`config.mk`:
```
export PLATFORM = sky130hd
export DESIGN_NAME = rv_core_top
export DESIGN_NICKNAME = d
export VERILOG_FILES = /design/src/rv_core_pkg.sv /design/src/rv_regfile.sv /design/src/rv_decoder.sv /design/src/rv_lsu.sv /design/src/rv_core_top.sv
export SDC_FILE = /design/constraint.sdc
export NUM_CORES = 2
export LEC_CHECK = 0
export BUFFER_PORTS_ARGS = -buffer_cell sky130_fd_sc_hd__buf_2
export CAP_MARGIN = 15
export CORE_MARGIN = 2
export CORE_UTILIZATION = 30
export DETAILED_ROUTE_END_ITERATION = 7
export PLACE_DENSITY = 0.47
export SYNTH_ARGS = -nofsm -noshare
export SYNTH_HDL_FRONTEND = slang
export SYNTH_SLANG_ARGS = --single-unit
export TNS_END_PERCENT = 20
```
`constraint.sdc`:
```
create_clock -name clk -period 8.78 [get_ports clk]
set_input_delay 0.439 -clock clk [delete_from_list [all_inputs] [get_ports clk]]
set_output_delay 0.439 -clock clk [all_outputs]
set_load 0.05 [all_outputs]
```
`src/rv_core_pkg.sv`:
```
package rv_core_pkg;

  typedef logic [31:0] xlen_t;

  // only the opcodes this core decodes
  typedef enum logic [6:0] {
    opc_load   = 7'b000_0011,
    opc_op_imm = 7'b001_0011,
    opc_auipc  = 7'b001_0111,
    opc_store  = 7'b010_0011,
    opc_op     = 7'b011_0011,
    opc_lui    = 7'b011_0111,
    opc_jalr   = 7'b110_0111,
    opc_jal    = 7'b110_1111,
    opc_system = 7'b111_0011
  } opcode_e;

  typedef struct packed {
    logic [6:0] funct7;
    logic [4:0] rs2;
    logic [4:0] rs1;
    logic [2:0] funct3;
    logic [4:0] rd;
    opcode_e    opcode;
  } r_fmt_t;

  typedef struct packed {
    logic [11:0] imm12;
    logic [4:0]  rs1;
    logic [2:0]  funct3;
    logic [4:0]  rd;
    opcode_e     opcode;
  } i_fmt_t;

  typedef struct packed {
    logic [6:0] imm_hi; // imm[11:5]
    logic [4:0] rs2;
    logic [4:0] rs1;
    logic [2:0] funct3;
    logic [4:0] imm_lo; // imm[4:0]
    opcode_e    opcode;
  } s_fmt_t;

  typedef struct packed {
    logic [19:0] imm20;
    logic [4:0]  rd;
    opcode_e     opcode;
  } u_fmt_t;

  // bits in instruction order: imm[20|10:1|11|19:12]
  typedef struct packed {
    logic [19:0] imm20;
    logic [4:0]  rd;
    opcode_e     opcode;
  } j_fmt_t;

  typedef union packed {
    r_fmt_t r;
    i_fmt_t i;
    s_fmt_t s;
    u_fmt_t u;
    j_fmt_t j;
  } inst_u;

  typedef enum logic {
    src_rs1 = 1'b0,
    src_pc  = 1'b1
  } src_a_e;

  typedef enum logic [1:0] {
    wb_add  = 2'b00,
    wb_pc4  = 2'b01,
    wb_load = 2'b10
  } wb_sel_e;

  // matches funct3[1:0] of loads and stores
  typedef enum logic [1:0] {
    size_byte = 2'b00,
    size_half = 2'b01,
    size_word = 2'b10
  } mem_size_e;

endpackage

```
`src/rv_regfile.sv`:
```
`timescale 1ns/1ns

module rv_regfile #(
  parameter int reg_addr_w = 5
) (
  input  logic                  clk,
  input  logic [reg_addr_w-1:0] rs1_addr,
  input  logic [reg_addr_w-1:0] rs2_addr,
  input  logic [reg_addr_w-1:0] rd_addr,
  input  logic                  rd_wen,
  input  rv_core_pkg::xlen_t    rd_data,
  output rv_core_pkg::xlen_t    rs1_data,
  output rv_core_pkg::xlen_t    rs2_data
);
  import rv_core_pkg::*;

  localparam int num_regs = 2 ** reg_addr_w;

  xlen_t regs [num_regs];

  // x0 is never written
  always_ff @(posedge clk) begin
    if (rd_wen && (rd_addr != '0)) begin
      regs[rd_addr] <= rd_data;
    end
  end

  // combinational reads, x0 forced to zero
  assign rs1_data = (rs1_addr == '0) ? '0 : regs[rs1_addr];
  assign rs2_data = (rs2_addr == '0) ? '0 : regs[rs2_addr];

  // the next read of a written register gives the new value, or zero for x0
  write_reads_back: assert property (
    @(posedge clk) rd_wen |=>
      ((rs1_addr != $past(rd_addr)) ||
       (rs1_data == (($past(rd_addr) == '0) ? '0 : $past(rd_data))))
  ) else $error("register read after a write returned a stale value");

endmodule

```
`src/rv_decoder.sv`:
```
`timescale 1ns/1ns

module rv_decoder (
  input  rv_core_pkg::inst_u     inst,
  output logic [4:0]             rs1_addr,
  output logic [4:0]             rs2_addr,
  output logic [4:0]             rd_addr,
  output rv_core_pkg::xlen_t     imm,
  output rv_core_pkg::src_a_e    src_a,
  output logic                   is_reg_op,
  output rv_core_pkg::wb_sel_e   wb_sel,
  output logic                   rd_wen,
  output logic                   mem_ren,
  output logic                   mem_wen,
  output logic                   jump,
  output logic                   halt,
  output rv_core_pkg::mem_size_e mem_size,
  output logic                   mem_unsigned
);
  import rv_core_pkg::*;

  xlen_t imm_i;
  xlen_t imm_s;
  xlen_t imm_u;
  xlen_t imm_j;
  logic  is_ebreak;

  // sign always comes from inst[31]
  assign imm_i = {{20{inst.i.imm12[11]}}, inst.i.imm12};
  assign imm_s = {{20{inst.s.imm_hi[6]}}, inst.s.imm_hi, inst.s.imm_lo};
  assign imm_u = {inst.u.imm20, 12'h000};
  assign imm_j = {{11{inst.j.imm20[19]}}, inst.j.imm20[19], inst.j.imm20[7:0],
                  inst.j.imm20[8], inst.j.imm20[18:9], 1'b0};

  // ebreak is the only system encoding honoured
  assign is_ebreak = (inst.i.imm12 == 12'h001) && (inst.i.rs1 == 5'd0) &&
                     (inst.i.funct3 == 3'b000) && (inst.i.rd == 5'd0);

  // lui reads x0 so the shared adder passes imm straight through
  assign rs1_addr = (inst.u.opcode == opc_lui) ? 5'd0 : inst.r.rs1;
  assign rs2_addr = inst.r.rs2;
  assign rd_addr  = inst.r.rd;

  assign mem_size     = mem_size_e'(inst.i.funct3[1:0]);
  assign mem_unsigned = inst.i.funct3[2]; // lbu / lhu

  always_comb begin
    imm       = '0;
    src_a     = src_rs1;
    is_reg_op = 1'b0;
    wb_sel    = wb_add;
    rd_wen    = 1'b0;
    mem_ren   = 1'b0;
    mem_wen   = 1'b0;
    jump      = 1'b0;
    halt      = 1'b0;
    case (inst.r.opcode)
      opc_op_imm: begin
        imm    = imm_i;
        rd_wen = (inst.i.funct3 == 3'b000); // addi only
      end
      opc_op: begin
        is_reg_op = 1'b1; // rs2 replaces imm on the adder
        rd_wen    = (inst.r.funct3 == 3'b000) && (inst.r.funct7 == 7'd0);
      end
      opc_lui: begin
        imm    = imm_u;
        rd_wen = 1'b1;
      end
      opc_auipc: begin
        imm    = imm_u;
        src_a  = src_pc;
        rd_wen = 1'b1;
      end
      opc_jal: begin
        imm    = imm_j;
        src_a  = src_pc;
        wb_sel = wb_pc4;
        rd_wen = 1'b1;
        jump   = 1'b1;
      end
      opc_jalr: begin
        imm    = imm_i;
        wb_sel = wb_pc4;
        rd_wen = 1'b1;
        jump   = 1'b1;
      end
      opc_load: begin
        imm    = imm_i;
        wb_sel = wb_load;
        // lb lh lw lbu lhu
        if (inst.i.funct3 inside {3'b000, 3'b001, 3'b010, 3'b100, 3'b101}) begin
          rd_wen  = 1'b1;
          mem_ren = 1'b1;
        end
      end
      opc_store: begin
        imm     = imm_s;
        mem_wen = (inst.s.funct3 inside {3'b000, 3'b001, 3'b010});
      end
      opc_system: begin
        halt = is_ebreak;
      end
      default: begin
        // unknown, behaves as a nop
      end
    endcase
  end

  always_comb begin
    one_mem_access: assert final (!(mem_ren && mem_wen))
      else $error("load and store decoded together");
  end

endmodule

```
`src/rv_lsu.sv`:
```
`timescale 1ns/1ns

module rv_lsu (
  input  rv_core_pkg::xlen_t     addr,
  input  rv_core_pkg::xlen_t     store_data,
  input  rv_core_pkg::mem_size_e mem_size,
  input  logic                   mem_unsigned,
  input  logic                   mem_wen,
  input  rv_core_pkg::xlen_t     mem_rdata,
  output rv_core_pkg::xlen_t     mem_wdata,
  output logic [3:0]             mem_wmask,
  output rv_core_pkg::xlen_t     load_data
);
  import rv_core_pkg::*;

  logic [3:0] lane_mask;
  xlen_t      rdata_shifted;

  // store side, data copied to every lane so the mask alone picks the bytes
  always_comb begin
    case (mem_size)
      size_byte: begin
        mem_wdata = {4{store_data[7:0]}};
        lane_mask = 4'b0001 << addr[1:0];
      end
      size_half: begin
        mem_wdata = {2{store_data[15:0]}};
        lane_mask = addr[1] ? 4'b1100 : 4'b0011; // addr[0] ignored
      end
      default: begin
        mem_wdata = store_data;
        lane_mask = 4'b1111;
      end
    endcase
  end

  assign mem_wmask = mem_wen ? lane_mask : 4'b0000;

  // load side
  assign rdata_shifted = mem_rdata >> {addr[1:0], 3'b000};

  always_comb begin
    case (mem_size)
      size_byte: load_data = mem_unsigned ? {24'h0, rdata_shifted[7:0]} :
                                            {{24{rdata_shifted[7]}}, rdata_shifted[7:0]};
      size_half: load_data = mem_unsigned ? {16'h0, rdata_shifted[15:0]} :
                                            {{16{rdata_shifted[15]}}, rdata_shifted[15:0]};
      default:   load_data = mem_rdata;
    endcase
  end

  always_comb begin
    aligned_mask: assert final (mem_wmask inside {4'b0000, 4'b0001, 4'b0010, 4'b0100,
                                                  4'b1000, 4'b0011, 4'b1100, 4'b1111})
      else $error("write mask %b not naturally aligned", mem_wmask);
  end

endmodule

```
`src/rv_core_top.sv`:
```
`timescale 1ns/1ns

module rv_core_top #(
  parameter rv_core_pkg::xlen_t reset_pc   = 32'h8000_0000,
  parameter int                 reg_addr_w = 5
) (
  input  logic               clk,
  input  logic               rst,
  output rv_core_pkg::xlen_t pc,
  input  rv_core_pkg::xlen_t inst,
  output rv_core_pkg::xlen_t mem_addr,
  output rv_core_pkg::xlen_t mem_wdata,
  output logic [3:0]         mem_wmask,
  output logic               mem_wen,
  output logic               mem_ren,
  input  rv_core_pkg::xlen_t mem_rdata,
  output logic               halt
);
  import rv_core_pkg::*;

  logic [4:0] rs1_addr;
  logic [4:0] rs2_addr;
  logic [4:0] rd_addr;
  xlen_t      imm;
  src_a_e     src_a;
  logic       is_reg_op;
  wb_sel_e    wb_sel;
  logic       dec_rd_wen;
  logic       dec_mem_ren;
  logic       dec_mem_wen;
  logic       dec_halt;
  logic       jump;
  mem_size_e  mem_size;
  logic       mem_unsigned;

  logic       rd_wen;
  xlen_t      rd_data;
  xlen_t      rs1_data;
  xlen_t      rs2_data;
  xlen_t      add_a;
  xlen_t      add_b;
  xlen_t      add_res;
  xlen_t      pc_plus4;
  xlen_t      jump_target;
  xlen_t      next_pc;
  xlen_t      load_data;

  rv_decoder decoder_i (
    .inst         (inst),
    .rs1_addr     (rs1_addr),
    .rs2_addr     (rs2_addr),
    .rd_addr      (rd_addr),
    .imm          (imm),
    .src_a        (src_a),
    .is_reg_op    (is_reg_op),
    .wb_sel       (wb_sel),
    .rd_wen       (dec_rd_wen),
    .mem_ren      (dec_mem_ren),
    .mem_wen      (dec_mem_wen),
    .jump         (jump),
    .halt         (dec_halt),
    .mem_size     (mem_size),
    .mem_unsigned (mem_unsigned)
  );

  // a smaller file just drops the upper address bits
  rv_regfile #(
    .reg_addr_w (reg_addr_w)
  ) regfile_i (
    .clk      (clk),
    .rs1_addr (rs1_addr[reg_addr_w-1:0]),
    .rs2_addr (rs2_addr[reg_addr_w-1:0]),
    .rd_addr  (rd_addr[reg_addr_w-1:0]),
    .rd_wen   (rd_wen),
    .rd_data  (rd_data),
    .rs1_data (rs1_data),
    .rs2_data (rs2_data)
  );

  // nothing leaves the core while in reset
  assign rd_wen  = dec_rd_wen & ~rst;
  assign mem_ren = dec_mem_ren & ~rst;
  assign mem_wen = dec_mem_wen & ~rst;
  assign halt    = dec_halt & ~rst;

  // the one adder, shared by address, alu and jump target
  assign add_a   = (src_a == src_pc) ? pc : rs1_data;
  assign add_b   = is_reg_op ? rs2_data : imm;
  assign add_res = add_a + add_b;

  assign mem_addr = add_res;

  rv_lsu lsu_i (
    .addr         (add_res),
    .store_data   (rs2_data),
    .mem_size     (mem_size),
    .mem_unsigned (mem_unsigned),
    .mem_wen      (mem_wen),
    .mem_rdata    (mem_rdata),
    .mem_wdata    (mem_wdata),
    .mem_wmask    (mem_wmask),
    .load_data    (load_data)
  );

  always_comb begin
    case (wb_sel)
      wb_pc4:  rd_data = pc_plus4; // link value
      wb_load: rd_data = load_data;
      default: rd_data = add_res;
    endcase
  end

  assign pc_plus4    = pc + 32'd4;
  assign jump_target = {add_res[31:1], 1'b0}; // jalr clears bit 0, jal is even anyway
  assign next_pc     = jump ? jump_target : pc_plus4;

  always_ff @(posedge clk) begin
    if (rst) begin
      pc <= reset_pc;
    end else if (!halt) begin
      pc <= next_pc;
    end
  end

  // once halted the core stays parked
  halt_holds_pc: assert property (
    @(posedge clk) disable iff (rst) halt |=> ($stable(pc) && !mem_wen)
  ) else $error("pc moved or memory written after halt");

endmodule

```
==> results.md <==
- The flow ran to the end, and the final reports show no timing, DRC or antenna violations.
- The largest total area in the synthesized netlist belongs to edfxtp_1.
- The initial detailed-routing violation count is approximately 5800.
- The pin slew with the least headroom to its limit is approximately 1.2 ns.
- Global routing used about 4.4% of the available met3 tracks.
- The largest delay contributor family on the critical path is compound AO/OA/AOI/OAI gates.
- In this run the worst path has a maximum fanout of between 100 and 150.
- Dividing the detail-routed wire length by the instance count gives approximately 33 um.
- The number of nets in the final layout is ~4400.
- The largest single stage delay on the critical path is ~0.52 ns.
- The number of nets with antenna violations after detailed routing is 0.
- Once the floorplan was initialized, standard cells occupied 30.2% of the core.
- Global routing used roughly 37% of the available met2 tracks.
- Summing the sequential cell areas from Yosys gives approximately three fifths of the chip area.
- The weighted congestion reported at the end of routability-driven placement is roughly 0.96.
- The vias after detailed routing is roughly 41000.
- The type of origin of the critical path is a primary input.
- On the final layout, the worst hold slack is around 0.22 ns.
- Summing every instance area after synthesis gives 0.0540 sq mm.
- The CTS tree is yes.
- The worst clock skew is 0.0499 ns.
- After synthesis, the mean cell area works out to ~13 sq um.
- The number of global-route vias before repair was about 40000.
- The largest net degree at the start of global routing is ~120.
- The count of final setup violators is 0.
- Synthesis handed over a netlist of 4127 instances.
- The core region is around 0.18 sq mm.
- Setup repair after global routing left no endpoint under its margin.
- After routing, the total negative slack on setup checks comes to 0 ns.
- The final-report max-slew violation count is 0.
- The width of the die is 428 um.
- In this run the tool buffered the top-level ports with approximately 170 buffer cells.
- Overall power consumption after layout is estimated at approximately 13 mW.
- The deepest clock path buffer count is 3.
- Yosys attributes the largest share of cell area to edfxtp_1 57%, mux4_2 13%, nand2_1 4.5%, mux2i_1 1.7%, clkbuf_1 1.6%.
- The register-to-register setup slack is around 2.6 ns.
- The final critical delay including setup and external delays is between 7 and 8 ns.
- Of all flip-flops after synthesis, the portion carrying an async set or reset was 0%.
- Yosys mapped the design onto 84 distinct sky130hd cell types.
- The worst hold path begins at rst.
- In this run the static leakage power is approximately 21 nW.
- The count of endpoints failing hold in the final timing report was 0.
- The global-route wire length before repair is around 310 mm.
- TritonCTS created 111 clock buffers.
- The final HPWL from detailed placement is between 100 and 150 mm.
- Pin placement for this block handled roughly 170 I/O pins.
- The total global-route track usage is a little under a quarter.
- The share of synthesized area in the top cell type comes to between 50 and 60%.
- Clock-pin slew was measured on the worst setup and hold paths at 0.08 ns.
- For this run the aggregate overflow at the end of global routing stands at 0.
- Across the VDD grid, the largest voltage drop is about 0.17 mV.
- The wire length after detailed routing is ~220 mm.
- The remaining routing DRC violations is 0.
- Buffers inserted to repair hold after CTS numbered 0.
- The critical path in this run is classified as primary input to output port.
- The slowest stage of the critical path is the or4b_4 cell.
- The number of warning messages in the yosys log is 0.
- For this run, the detailed router's first-pass iteration total came to 8.
- The clock reaches the later pin of the worst-skew pair after approximately 0.76 ns.
- CTS placed an instance of clkbuf_16 at the clock tree root.
- The die area is about 0.18 sq mm.
- By count the netlist is led by 1024 x edfxtp_1, 652 x nand2_1, 312 x mux4_2, 227 x clkbuf_1, 183 x nor2_1.
- The worst min-delay path class is primary input to flop.
- The final worst-path cycle share is between 80% and 90%.
- Clock tree synthesis found a total of approximately 1100 sinks.
- STA puts the critical path data required time at around 8.3 ns.
- The most used flip-flop cell after synthesis is edfxtp_1.
- The flip-flop and latch count after synthesis is roughly 1100.
- Using the TritonRoute via totals, the vias-per-cell ratio works out to between 6 and 7.
- The total number of H-tree levels is 3.
- Dividing total power by cell area gives a power density of just over 200 mW/mm^2.
- Counting both buffers and inverters, the worst setup path holds a total of 3.
- Tracing the worst setup path back leads to its startpoint at inst[5].
- The startpoint of the worst register-to-register path is regfile_i.regs[19][0].
- The die span in y is around 430 um.
- The maximum clock frequency is ~0.13 GHz.
- The count of cells in the finished layout, fillers not included, comes to 6717.
- The most frequently used cell type in the post-synthesis netlist is edfxtp_1.
- The number of violations of the max-capacitance limit is 0.
- The share of cells above drive strength 1 is a little over a fifth.
- The number of gates resized after cts is 0.
- The data arrival time at the worst-slack endpoint is around 7.1 ns.
- The worst setup path is captured at an output port.
- The number of enable-type register cells in the synthesized netlist is between 1000 and 1500.
- The number of fill cells is between 15000 and 20000.
- The count of buffers added by post-CTS timing repair for setup is 0.
- The number of antenna violations at the first check in global routing is 12.
- After global routing, the most crowded layer is met2.
- The area growth from synthesis to layout is 15.2%.
- In this run, placement finished with an instance count of around 6500.
- Measured against its own limit, the worst slew margin works out to between 15 and 20%.
- Traced cell by cell, the critical path runs through buf_2, and4b_1, nand2_1, nand2_4, buf_12, nand2_1, a31oi_1, o22ai_1, nor2_1, a22oi_1, o21ai_0, ha_1, a21oi_1, o21ai_0, o41a_1, a211oi_2, o21ai_1, or4b_4, a31oi_4, xnor2_1, buf_2.
- The count of standard-cell rows is between 150 and 200.
- Global routing consumed, on the met1 layer, between 30% and 40% of the routing resources.
[power breakdown]
group / total (mW) / leakage [nW] / switching [mW] / internal, mW
sequential: 5.77 / 9.50 / 0.0175 / 5.76
clock: 4.89 / 1.80 / 2.08 / 2.81
combinational: 1.84 / 9.43 / 1.34 / 0.509
total: 12.5 / 20.7 / 3.44 / 9.07
[cells in the final DEF, fill, tap and decap left out, types with 41 or more instances in the layout]
cell,instances
a211oi_1,79
a21oi_1,135
a221oi_1,49
a222oi_1,64
a22oi_1,55
a31oi_1,73
buf_2,162
buf_4,157
clkbuf_16,114
edfxtp_1,1024
inv_1,44
mux2i_1,90
mux4_2,312
nand2_1,650
nand3_1,163
nor2_1,159
nor2b_1,77
nor3_1,41
o211ai_1,60
o21ai_0,118
o21ai_1,49
o22ai_1,49
[worst reg2reg max path, stage by stage, from the launching register on]
cell and delay [ns]:
edfxtp_1 0.41, mux4_2 0.49, mux4_2 0.46, nand2_1 0.18, a21o_1 0.44, o21ai_0 0.17, ha_1 0.26, inv_1 0.10
fa_1 0.58, nor2b_1 0.19, a211oi_1 0.06, a21oi_1 0.20, a21oi_1 0.26, a21boi_0 0.29, a21boi_1 0.57, o21ai_0 0.20
o211ai_1 0.14, o21a_1 0.82
[flip-flops by register name, summed over array words and instances, names as in the netlist]
name            flops
pc                 31
regfile_i.regs   1024
[through the flow]
step	util [%]	setup slack [ns]	area [sq um]
floorplan	-	2.00	54100
global placement	32.7	1.27	58400
detailed placement	32.7	1.25	58400
CTS	34.8	1.46	62100
global route	34.8	1.07	62100
finish	34.8	1.24	62200
[logic make-up (layout without fill, tap and decap cells)]
kind of cell / Yosys count / count (layout) / share of synthesized area [%]
flops: 1055 / 1055 / 58.1
xor+xnor: 55 / 55 / 0.892
buf+inv: 396 / 594 / 2.99
fa+ha+maj: 35 / 35 / 0.825
mux: 444 / 444 / 15.6
other cells: 1 / 38 / 0.00695
compound gates: 902 / 902 / 11.5
simple gates: 1239 / 1239 / 10.1
[path summary, 6_finish.rpt]
| path | to | cells after the start |
|---|---|---|
| setup / recovery | mem_addr[31] | 21 |
| hold / removal | pc[16] | 3 |
| setup reg to reg | regfile_i.regs[6][29] | 17 |
| hold reg to reg | pc[1] | 2 |
[layout make-up]
class	count	area (sq um)	area share (%)
timing repair buffer	337	2340	3.76
antenna	5	12.5	0.0201
inverter	53	201	0.324
clock inverter	71	785	1.26
tap	2355	2950	4.74
multi-input combinational	2708	21600	34.7
clock buffer	133	2920	4.70
sequential	1055	31400	50.5
[metal layers]
layer | routed length (um) | part of all wire (%)
met1 | 92200 | 41
met2 | 100000 | 45
met3 | 21500 | 9.6
met4 | 10900 | 4.8
met5 | 41 | 0.018
(Power assumes the default switching activity.)
